## config.mk

```make
export PLATFORM = sky130hd
export DESIGN_NAME = x2pBridge
export DESIGN_NICKNAME = d
export VERILOG_FILES = /design/src/common/x2pPkg.sv /design/src/logic/x2pBridge.sv /design/src/logic/respBuilder.sv /design/src/logic/apbMaster.sv /design/src/logic/addrDecoder.sv /design/src/logic/burstArbiter.sv /design/src/logic/syncFifo.sv
export SDC_FILE = /design/constraint.sdc
export NUM_CORES = 1
export LEC_CHECK = 0
export ABC_AREA = 1
export BUFFER_PORTS_ARGS = -buffer_cell sky130_fd_sc_hd__buf_2
export CORE_MARGIN = 8
export CORE_UTILIZATION = 50
export DETAILED_ROUTE_END_ITERATION = 8
export PLACE_DENSITY = 0.66
export SKIP_LAST_GASP = 1
export SYNTH_ARGS = -nofsm -noshare
export SYNTH_HDL_FRONTEND = slang
export SYNTH_SLANG_ARGS = --single-unit
```

## constraint.sdc

```tcl
create_clock -name pclk -period 14.1 [get_ports pclk]
set_input_delay 2.115 -clock pclk [delete_from_list [all_inputs] [get_ports pclk]]
set_output_delay 2.115 -clock pclk [all_outputs]
set_load 0.005 [all_outputs]
```

## src/common/x2pPkg.sv

```systemverilog
package x2pPkg;

  localparam int addrW = 32;
  localparam int dataW = 32;
  localparam int strbW = 4;
  localparam int idW   = 8;
  localparam int lenW  = 8;

  // AXI encoding, numeric order follows severity
  typedef enum logic [1:0] {
    OKAY   = 2'b00,
    SLVERR = 2'b10,
    DECERR = 2'b11
  } resp_t;

  // queued AW or AR request, len is beats minus one
  typedef struct packed {
    logic [addrW-1:0] addr;
    logic [idW-1:0]   id;
    logic [lenW-1:0]  len;
    logic [2:0]       prot;
  } axiReq_t;

  typedef struct packed {
    logic [dataW-1:0] data;
    logic [strbW-1:0] strb;
  } wBeat_t;

  typedef struct packed {
    logic [dataW-1:0] data;
    resp_t            resp;
    logic [idW-1:0]   id;
    logic             last;
  } rBeat_t;

  // single APB transfer from arbiter to master
  typedef struct packed {
    logic [addrW-1:0] addr;
    logic             write;
    logic [dataW-1:0] wdata;
    logic [strbW-1:0] strb;
    logic [2:0]       prot;
  } apbBeat_t;

endpackage
```

## src/logic/x2pBridge.sv

```systemverilog
`timescale 1ns/1ps

module x2pBridge #(
  parameter int                       fifoDepthLog2 = 2,
  parameter int                       slaveNum      = 4,
  parameter logic [x2pPkg::addrW-1:0] slaveBase     = 32'h4000_0000,
  parameter logic [x2pPkg::addrW-1:0] slaveSpan     = 32'h0000_1000
) (
  input  logic                                   pclk,
  input  logic                                   preset_n,
  // write address
  input  logic                                   awvalid,
  output logic                                   awready,
  input  logic [x2pPkg::addrW-1:0]               awaddr,
  input  logic [x2pPkg::lenW-1:0]                awlen,
  input  logic [x2pPkg::idW-1:0]                 awid,
  input  logic [2:0]                             awprot,
  // write data
  input  logic                                   wvalid,
  output logic                                   wready,
  input  logic [x2pPkg::dataW-1:0]               wdata,
  input  logic [x2pPkg::strbW-1:0]               wstrb,
  // read address
  input  logic                                   arvalid,
  output logic                                   arready,
  input  logic [x2pPkg::addrW-1:0]               araddr,
  input  logic [x2pPkg::lenW-1:0]                arlen,
  input  logic [x2pPkg::idW-1:0]                 arid,
  input  logic [2:0]                             arprot,
  // read data
  output logic                                   rvalid,
  input  logic                                   rready,
  output logic [x2pPkg::dataW-1:0]               rdata,
  output x2pPkg::resp_t                          rresp,
  output logic [x2pPkg::idW-1:0]                 rid,
  output logic                                   rlast,
  // write response
  output logic                                   bvalid,
  input  logic                                   bready,
  output x2pPkg::resp_t                          bresp,
  output logic [x2pPkg::idW-1:0]                 bid,
  // APB
  output logic [slaveNum-1:0]                    psel,
  output logic                                   penable,
  output logic [x2pPkg::addrW-1:0]               paddr,
  output logic                                   pwrite,
  output logic [x2pPkg::dataW-1:0]               pwdata,
  output logic [x2pPkg::strbW-1:0]               pstrb,
  output logic [2:0]                             pprot,
  input  logic [slaveNum-1:0]                    pready,
  input  logic [slaveNum-1:0]                    pslverr,
  input  logic [slaveNum-1:0][x2pPkg::dataW-1:0] prdata
);

  import x2pPkg::*;

  axiReq_t             awIn, awHead;
  axiReq_t             arIn, arHead;
  wBeat_t              wIn, wHead;
  logic                awNotEmpty, arNotEmpty, wNotEmpty;
  logic                awPop, arPop, wPop;
  logic                beatStart, beatDone;
  apbBeat_t            beat;
  logic [slaveNum-1:0] slaveSel;
  logic                decErr;
  resp_t               beatResp;
  logic [dataW-1:0]    beatRdata;
  logic [idW-1:0]      burstId;
  logic                burstWrite, lastBeat;
  logic                rRoom, bFree;

  assign awIn = '{addr: awaddr, id: awid, len: awlen, prot: awprot};
  assign arIn = '{addr: araddr, id: arid, len: arlen, prot: arprot};
  assign wIn  = '{data: wdata, strb: wstrb};

  // ==========================================================================
  // AXI request queues
  // ==========================================================================

  syncFifo #(.fifoDepthLog2(fifoDepthLog2), .payload_t(axiReq_t)) awFifo (
    .pclk(pclk), .preset_n(preset_n),
    .push(awvalid & awready), .pop(awPop),
    .pushData(awIn), .popData(awHead),
    .notFull(awready), .notEmpty(awNotEmpty)
  );

  syncFifo #(.fifoDepthLog2(fifoDepthLog2), .payload_t(axiReq_t)) arFifo (
    .pclk(pclk), .preset_n(preset_n),
    .push(arvalid & arready), .pop(arPop),
    .pushData(arIn), .popData(arHead),
    .notFull(arready), .notEmpty(arNotEmpty)
  );

  syncFifo #(.fifoDepthLog2(fifoDepthLog2), .payload_t(wBeat_t)) wFifo (
    .pclk(pclk), .preset_n(preset_n),
    .push(wvalid & wready), .pop(wPop),
    .pushData(wIn), .popData(wHead),
    .notFull(wready), .notEmpty(wNotEmpty)
  );

  // ==========================================================================
  // beat path
  // ==========================================================================

  burstArbiter arbiter (
    .pclk(pclk), .preset_n(preset_n),
    .awHead(awHead), .awValid(awNotEmpty),
    .arHead(arHead), .arValid(arNotEmpty),
    .wHead(wHead), .wValid(wNotEmpty),
    .beatDone(beatDone), .rRoom(rRoom), .bFree(bFree),
    .awPop(awPop), .arPop(arPop), .wPop(wPop),
    .beatStart(beatStart), .beat(beat),
    .burstId(burstId), .burstWrite(burstWrite), .lastBeat(lastBeat)
  );

  addrDecoder #(
    .slaveNum(slaveNum), .slaveBase(slaveBase), .slaveSpan(slaveSpan)
  ) decoder (
    .addr(beat.addr), .slaveSel(slaveSel), .decErr(decErr)
  );

  apbMaster #(.slaveNum(slaveNum)) master (
    .pclk(pclk), .preset_n(preset_n),
    .beatStart(beatStart), .beat(beat),
    .slaveSel(slaveSel), .decErr(decErr),
    .pready(pready), .pslverr(pslverr), .prdata(prdata),
    .psel(psel), .penable(penable), .paddr(paddr), .pwrite(pwrite),
    .pwdata(pwdata), .pstrb(pstrb), .pprot(pprot),
    .beatDone(beatDone), .beatResp(beatResp), .beatRdata(beatRdata)
  );

  respBuilder #(.fifoDepthLog2(fifoDepthLog2)) results (
    .pclk(pclk), .preset_n(preset_n),
    .beatDone(beatDone), .beatResp(beatResp), .beatRdata(beatRdata),
    .burstId(burstId), .burstWrite(burstWrite), .lastBeat(lastBeat),
    .rready(rready), .bready(bready),
    .rvalid(rvalid), .rdata(rdata), .rresp(rresp), .rid(rid), .rlast(rlast),
    .bvalid(bvalid), .bresp(bresp), .bid(bid),
    .rRoom(rRoom), .bFree(bFree)
  );

endmodule

```

## src/logic/respBuilder.sv

```systemverilog
`timescale 1ns/1ps

module respBuilder #(
  parameter int fifoDepthLog2 = 2
) (
  input  logic                    pclk,
  input  logic                    preset_n,
  input  logic                    beatDone,
  input  x2pPkg::resp_t           beatResp,
  input  logic [x2pPkg::dataW-1:0] beatRdata,
  input  logic [x2pPkg::idW-1:0]  burstId,
  input  logic                    burstWrite,
  input  logic                    lastBeat,
  input  logic                    rready,
  input  logic                    bready,
  output logic                    rvalid,
  output logic [x2pPkg::dataW-1:0] rdata,
  output x2pPkg::resp_t           rresp,
  output logic [x2pPkg::idW-1:0]  rid,
  output logic                    rlast,
  output logic                    bvalid,
  output x2pPkg::resp_t           bresp,
  output logic [x2pPkg::idW-1:0]  bid,
  output logic                    rRoom,
  output logic                    bFree
);

  import x2pPkg::*;

  rBeat_t rIn;
  rBeat_t rHead;
  resp_t  worst;
  resp_t  merged;

  assign rIn = '{data: beatRdata, resp: beatResp, id: burstId, last: lastBeat};

  // read beats wait here under R back-pressure
  syncFifo #(
    .fifoDepthLog2(fifoDepthLog2),
    .payload_t    (rBeat_t)
  ) rFifo (
    .pclk(pclk), .preset_n(preset_n),
    .push(beatDone & ~burstWrite), .pop(rvalid & rready),
    .pushData(rIn), .popData(rHead),
    .notFull(rRoom), .notEmpty(rvalid)
  );

  assign rdata = rHead.data;
  assign rresp = rHead.resp;
  assign rid   = rHead.id;
  assign rlast = rHead.last;

  // worst response seen so far in the write burst
  assign merged = (beatResp > worst) ? beatResp : worst;
  assign bFree  = ~bvalid;

  always_ff @(posedge pclk or negedge preset_n) begin
    if (!preset_n) begin
      worst  <= OKAY;
      bvalid <= 1'b0;
    end else begin
      if (bvalid && bready) begin
        bvalid <= 1'b0;
      end
      if (beatDone && burstWrite) begin
        if (lastBeat) begin
          bvalid <= 1'b1;
          worst  <= OKAY;
        end else begin
          worst <= merged;
        end
      end
    end
  end

  always_ff @(posedge pclk) begin
    if (beatDone && burstWrite && lastBeat) begin
      bresp <= merged;
      bid   <= burstId;
    end
  end

endmodule

```

## src/logic/apbMaster.sv

```systemverilog
`timescale 1ns/1ps

module apbMaster #(
  parameter int slaveNum = 4
) (
  input  logic                                   pclk,
  input  logic                                   preset_n,
  input  logic                                   beatStart,
  input  x2pPkg::apbBeat_t                       beat,
  input  logic [slaveNum-1:0]                    slaveSel,
  input  logic                                   decErr,
  input  logic [slaveNum-1:0]                    pready,
  input  logic [slaveNum-1:0]                    pslverr,
  input  logic [slaveNum-1:0][x2pPkg::dataW-1:0] prdata,
  output logic [slaveNum-1:0]                    psel,
  output logic                                   penable,
  output logic [x2pPkg::addrW-1:0]               paddr,
  output logic                                   pwrite,
  output logic [x2pPkg::dataW-1:0]               pwdata,
  output logic [x2pPkg::strbW-1:0]               pstrb,
  output logic [2:0]                             pprot,
  output logic                                   beatDone,
  output x2pPkg::resp_t                          beatResp,
  output logic [x2pPkg::dataW-1:0]               beatRdata
);

  import x2pPkg::*;

  typedef enum logic [1:0] {
    IDLE,
    SETUP,
    ACCESS
  } state_t;

  state_t state;
  logic   decErrQ;
  logic   selReady;
  logic   selErr;

  // ==========================================================================
  // selected slave return path
  // ==========================================================================

  // unmapped beat completes on its own after one ACCESS cycle
  assign selReady = decErrQ | (|(psel & pready));
  assign selErr   = |(psel & pslverr);

  always_comb begin
    beatRdata = '0;
    for (int i = 0; i < slaveNum; i++) begin
      if (psel[i]) begin
        beatRdata = beatRdata | prdata[i];
      end
    end
  end

  assign penable  = state == ACCESS;
  assign beatDone = penable & selReady;
  assign beatResp = decErrQ ? DECERR : (selErr ? SLVERR : OKAY);

  // ==========================================================================
  // IDLE / SETUP / ACCESS
  // ==========================================================================

  always_ff @(posedge pclk or negedge preset_n) begin
    if (!preset_n) begin
      state   <= IDLE;
      psel    <= '0;
      decErrQ <= 1'b0;
    end else begin
      case (state)
        IDLE: begin
          if (beatStart) begin
            state   <= SETUP;
            psel    <= decErr ? '0 : slaveSel;
            decErrQ <= decErr;
          end
        end
        SETUP: begin
          state <= ACCESS;
        end
        ACCESS: begin
          // wait states until the selected slave is ready
          if (selReady) begin
            state   <= IDLE;
            psel    <= '0;
            decErrQ <= 1'b0;
          end
        end
        default: begin
          state <= IDLE;
        end
      endcase
    end
  end

  // bus fields captured on entry to SETUP, held through ACCESS
  always_ff @(posedge pclk) begin
    if (state == IDLE && beatStart) begin
      paddr  <= beat.addr;
      pwrite <= beat.write;
      pwdata <= beat.wdata;
      pstrb  <= beat.strb;
      pprot  <= beat.prot;
    end
  end

endmodule

```

## src/logic/addrDecoder.sv

```systemverilog
`timescale 1ns/1ps

module addrDecoder #(
  parameter int                       slaveNum  = 4,
  parameter logic [x2pPkg::addrW-1:0] slaveBase = 32'h4000_0000,
  parameter logic [x2pPkg::addrW-1:0] slaveSpan = 32'h0000_1000
) (
  input  logic [x2pPkg::addrW-1:0] addr,
  output logic [slaveNum-1:0]      slaveSel,
  output logic                     decErr
);

  import x2pPkg::*;

  // one extra bit so addresses below the base land far above every window
  logic [addrW:0] offset;
  logic [addrW:0] span;

  assign offset = {1'b0, addr} - {1'b0, slaveBase};
  assign span   = {1'b0, slaveSpan};

  // equal windows stacked from the base
  always_comb begin
    slaveSel = '0;
    for (int i = 0; i < slaveNum; i++) begin
      if (offset >= (addrW + 1)'(i) * span && offset < (addrW + 1)'(i + 1) * span) begin
        slaveSel[i] = 1'b1;
      end
    end
  end

  assign decErr = ~|slaveSel;

endmodule

```

## src/logic/burstArbiter.sv

```systemverilog
`timescale 1ns/1ps

module burstArbiter (
  input  logic                    pclk,
  input  logic                    preset_n,
  input  x2pPkg::axiReq_t         awHead,
  input  logic                    awValid,
  input  x2pPkg::axiReq_t         arHead,
  input  logic                    arValid,
  input  x2pPkg::wBeat_t          wHead,
  input  logic                    wValid,
  input  logic                    beatDone,
  input  logic                    rRoom,
  input  logic                    bFree,
  output logic                    awPop,
  output logic                    arPop,
  output logic                    wPop,
  output logic                    beatStart,
  output x2pPkg::apbBeat_t        beat,
  output logic [x2pPkg::idW-1:0]  burstId,
  output logic                    burstWrite,
  output logic                    lastBeat
);

  import x2pPkg::*;

  logic             busy;
  logic             inFlight;
  logic [lenW-1:0]  remain;
  logic [addrW-1:0] curAddr;
  logic [2:0]       curProt;
  logic             canWrite;
  logic             canRead;
  logic             pickWrite;
  logic             pickRead;
  logic             startWrite;
  axiReq_t          head;

  // ==========================================================================
  // burst selection
  // ==========================================================================

  // a write needs its first W beat and a free B slot, a read needs R room
  assign canWrite  = awValid & wValid & bFree;
  assign canRead   = arValid & rRoom;
  // burstWrite keeps the last served direction
  assign pickWrite = ~busy & canWrite & (~canRead | ~burstWrite);
  assign pickRead  = ~busy & canRead & ~pickWrite;
  assign head      = pickWrite ? awHead : arHead;

  assign awPop = pickWrite;
  assign arPop = pickRead;

  // ==========================================================================
  // beat issue
  // ==========================================================================

  assign startWrite = busy ? burstWrite : pickWrite;
  assign beatStart  = busy ? (~inFlight & (burstWrite ? wValid : rRoom))
                           : (pickWrite | pickRead);
  assign wPop       = beatStart & startWrite;
  // remain counts the beats after the one on the bus
  assign lastBeat   = remain == '0;

  always_comb begin
    beat.addr  = busy ? curAddr : head.addr;
    beat.write = startWrite;
    beat.wdata = startWrite ? wHead.data : '0;
    beat.strb  = startWrite ? wHead.strb : '0;
    beat.prot  = busy ? curProt : head.prot;
  end

  always_ff @(posedge pclk or negedge preset_n) begin
    if (!preset_n) begin
      busy       <= 1'b0;
      inFlight   <= 1'b0;
      burstWrite <= 1'b0;
      remain     <= '0;
    end else begin
      if (beatStart) begin
        inFlight <= 1'b1;
      end else if (beatDone) begin
        inFlight <= 1'b0;
      end
      if (pickWrite | pickRead) begin
        busy       <= 1'b1;
        burstWrite <= pickWrite;
        remain     <= head.len;
      end else begin
        if (beatStart) begin
          remain <= remain - lenW'(1);
        end
        if (beatDone && lastBeat) begin
          busy <= 1'b0;
        end
      end
    end
  end

  // incrementing burst, one word per beat
  always_ff @(posedge pclk) begin
    if (beatStart) begin
      curAddr <= beat.addr + addrW'(strbW);
    end
    if (pickWrite | pickRead) begin
      burstId <= head.id;
      curProt <= head.prot;
    end
  end

endmodule

```

## src/logic/syncFifo.sv

```systemverilog
`timescale 1ns/1ps

module syncFifo #(
  parameter int  fifoDepthLog2 = 2,
  parameter type payload_t     = logic [7:0]
) (
  input  logic     pclk,
  input  logic     preset_n,
  input  logic     push,
  input  logic     pop,
  input  payload_t pushData,
  output payload_t popData,
  output logic     notFull,
  output logic     notEmpty
);

  localparam int depth = 2 ** fifoDepthLog2;

  payload_t                 mem [depth];
  logic [fifoDepthLog2-1:0] wrPtr;
  logic [fifoDepthLog2-1:0] rdPtr;
  logic [fifoDepthLog2:0]   count;
  logic                     doPush;
  logic                     doPop;

  assign notFull  = count != (fifoDepthLog2 + 1)'(depth);
  assign notEmpty = count != '0;
  assign doPush   = push & notFull;
  assign doPop    = pop & notEmpty;
  // head stays visible until popped
  assign popData  = mem[rdPtr];

  always_ff @(posedge pclk) begin
    if (doPush) begin
      mem[wrPtr] <= pushData;
    end
  end

  always_ff @(posedge pclk or negedge preset_n) begin
    if (!preset_n) begin
      wrPtr <= '0;
      rdPtr <= '0;
      count <= '0;
    end else begin
      if (doPush) begin
        wrPtr <= wrPtr + fifoDepthLog2'(1);
      end
      if (doPop) begin
        rdPtr <= rdPtr + fifoDepthLog2'(1);
      end
      case ({doPush, doPop})
        2'b10:   count <= count + (fifoDepthLog2 + 1)'(1);
        2'b01:   count <= count - (fifoDepthLog2 + 1)'(1);
        default: count <= count;
      endcase
    end
  end

endmodule

```

==> results by group <==
Status
  – Status: finished clean

Placed design
  – DP HPWL: 62,500 µm
  – Routability congestion estimate: 0.903
  – I/O Buffers: 415

Synth
  – Synthesized area per cell: 11.5 µm²
  – Ys flop type: edfxtp_1
  – Sequential share of the synthesized area: 71.3%
  – Synthesized net count: 3,572
  – Flops & latches, synth: 898
  – Mapped Area: 37,500 µm²
  – Synth unique cells: 42
  – Post-synth EDFFs: 849
  – Synth top area share: 68.0%
  – Post-synth top cells: edfxtp_1, nand2_1, nor2_1, o21ai_0, inv_1
  – Cells after synthesis: 3,259
  – Synth top area cells: edfxtp_1, nand2_1, nor2_1, o21ai_0, dfrtp_1
  – Warnings from Yosys: 0
  – Yosys top cell by area: edfxtp_1
  – Top-count cell post-synth: edfxtp_1
  – Post-synth ARST share: 5.46%

Global routing
  – Largest net degree at the start of global routing: 89
  – Vias in the first global route: 23,700
  – All-Layer GR Usage: 22.3%
  – First-pass GRT wire length: 145,000 µm
  – Initial antenna violation count: 19
  – Remaining Overflow, GRT: 0

Timing
  – Tmin final: 6.05 ns
  – Achievable clock frequency: 165 MHz
  – Final Skew: 0.0259 ns
  – RSZ-0062 raised after global routing: no
  – Max_slew headroom: 24.4%
  – Setup Viol. Count Final: 0
  – Tcrit/Tclk final: 42.9%
  – Worst-Margin Slew: 1.13 ns
  – Sum Neg Setup Slack: 0 ns
  – Final hold vios: 0
  – Max-slew violations: 0

Die
  – Area of the core: 74,300 µm²
  – Die Y: 290 µm
  – I/O pin cnt: 416
  – Initial Util: 50.5%
  – Die X: 290 µm
  – Row Count: 100
  – Die area: 84,000 µm²

Clock network
  – CTS root buffer: clkbuf_16
  – CTS tree: built
  – PostCTS Resize Cnt: 0
  – Worst-skew pair later-pin latency: 0.64 ns
  – Clock transition at path regs: 0.06 ns
  – H-tree Lvls: 3
  – Hold bufs inserted after CTS: 0
  – CTS Buf Count: 92
  – Clk buf depth: 3
  – # clock sinks: 898
  – Post-CTS setup buffer count: 0

Detailed routing
  – Final wirelength: 96,600 µm
  – DR WL/cell: 20.6 µm
  – ANT nets after route: 0
  – DR pass1 iterations: 6
  – Via count: 25,000
  – Initial drt markers: 2,089
  – Routed vias/inst: 5.33
  – DRC: 0

Final layout
  – Layout Nets: 3,954
  – Area Overhead vs Synth: 16.1%
  – Layout cells sized above 1: 18.3%
  – Fillers: 6,025
  – Final Util: 58.6%

Pwr
  – Pleak: 0.0164 µW
  – Maximum VDD drop: 0.110 mV
  – P per Cell Area: 213 nW/µm²

Setup path
  – CP max stage cell: nor3_4
  – CP Max Fanout: 58
  – Max incr delay on CP: 1.01 ns
  – CP Capture Type: flip-flop
  – Worst path cell trace: inv_1, nand3_1, nand3_2, nand2_2, nand2_1, inv_1, nand2_2, inv_1, nor3_4, buf_4, nor2_1, nand2_1, nand2_1
  – Crit start category: flip-flop
  – CP Class: flip-flop to flip-flop
  – Worst Path Arrival: 6.56 ns
  – CP required: 14.62 ns

Run
  – MaxCap Viol Count: 0

Min path
  – Hold WC Path Type: flip-flop to flip-flop
[final timing paths]
kind | slack, ns | to | cells past startpoint | start
worst max-delay path | 8.05 | master.decErrQ | 13 | results.rFifo.count[1]
min in group asynchronous | 1.62 | arFifo.wrPtr[1] | 2 | preset_n
worst min register to register | 0.48 | arFifo.count[0] | 1 | arFifo.count[0]
worst min-delay path | 0.48 | arFifo.count[0] | 1 | arFifo.count[0]
max in group asynchronous | 11.91 | arFifo.rdPtr[0] | 2 | preset_n
worst max register to register | 8.05 | master.decErrQ | 13 | results.rFifo.count[1]
[power by group]
part           switching (µW)  internal (µW)  leakage, µW
Combinational            2120            831      0.00674
Clock                     989           1450      0.00149
Sequential                249           3630      0.00821
Total                    3360           5910       0.0164
[per-layer routing]
metal	part of all wire (%)	up-vias	track usage [%]
li1	-	12100	-
met1	42	12000	29.0
met2	49	730	37.3
met3	6.0	166	4.54
met4	3.3	14	7.61
met5	0.095	-	0
[cell usage in the layout (no fill, tap or decap), types with 32 or more instances in the layout]
master / count
buf_2: 415
xor2_1: 32
nand4_1: 47
buf_4: 39
a21oi_1: 58
nand2_1: 705
clkbuf_16: 95
edfxtp_1: 849
nand3_1: 150
o21ai_0: 308
inv_1: 167
dfrtp_1: 42
o22ai_1: 74
nor2_1: 486
[layout make-up]
cell class	instances	area, µm²	share of cell area, %
Antenna cell	9	22.5	0.0517
Clock buffer	119	2530	5.80
Clock inverter	50	538	1.24
Inverter	181	679	1.56
Multi-Input combinational cell	2014	9470	21.7
Sequential cell	898	26700	61.4
Tap cell	969	1210	2.78
Timing Repair Buffer	454	2370	5.44
[registers in the layout (all words and copies together), names as in the netlist, 4 cells and up]
signal,count
arFifo.mem,204
results.bid,8
arbiter.remain,8
master.pwdata,32
master.paddr,32
wFifo.mem,144
master.psel,4
arbiter.burstId,8
results.rFifo.mem,172
master.pstrb,4
arbiter.curAddr,32
awFifo.mem,204
[logic make-up (layout without fill, tap and decap cells)]
group / Yosys count / in the layout / share of synthesized area (%)
AO/OA/AOI/OAI: 488 / 488 / 7.09
other: 0 / 9 / 0
XOR/XNOR: 38 / 38 / 0.888
AND/OR/NAND/NOR: 1456 / 1456 / 15.8
buffers and inverters: 347 / 804 / 3.80
flip-flops: 898 / 898 / 71.3
adder cells (fa/ha/maj): 32 / 32 / 1.15
[per-stage QoR]
| step | instances | power [µW] | setup WS, ns | hold WS [ns] | cell area [µm²] |
|---|---|---|---|---|---|
| floorplan | 3259 | 5770 | 9.09 | 0.446 | 37500 |
| global placement | 4516 | 6860 | 8.27 | 0.464 | 40500 |
| detailed placement | 4516 | 6910 | 8.12 | 0.465 | 40500 |
| CTS | 4685 | 9350 | 8.10 | 0.477 | 43500 |
| global route | 4691 | 9810 | 7.51 | 0.501 | 43500 |
| finish | 4694 | 9270 | 8.05 | 0.476 | 43600 |
[worst max-delay path: cells and delay by family (launching register included)]
family                 cells  cell delay [ns]
DFF                        1             0.38
buffers and inverters      4             1.79
and+or+nand+nor            9             3.66
(Power assumes the default switching activity.)
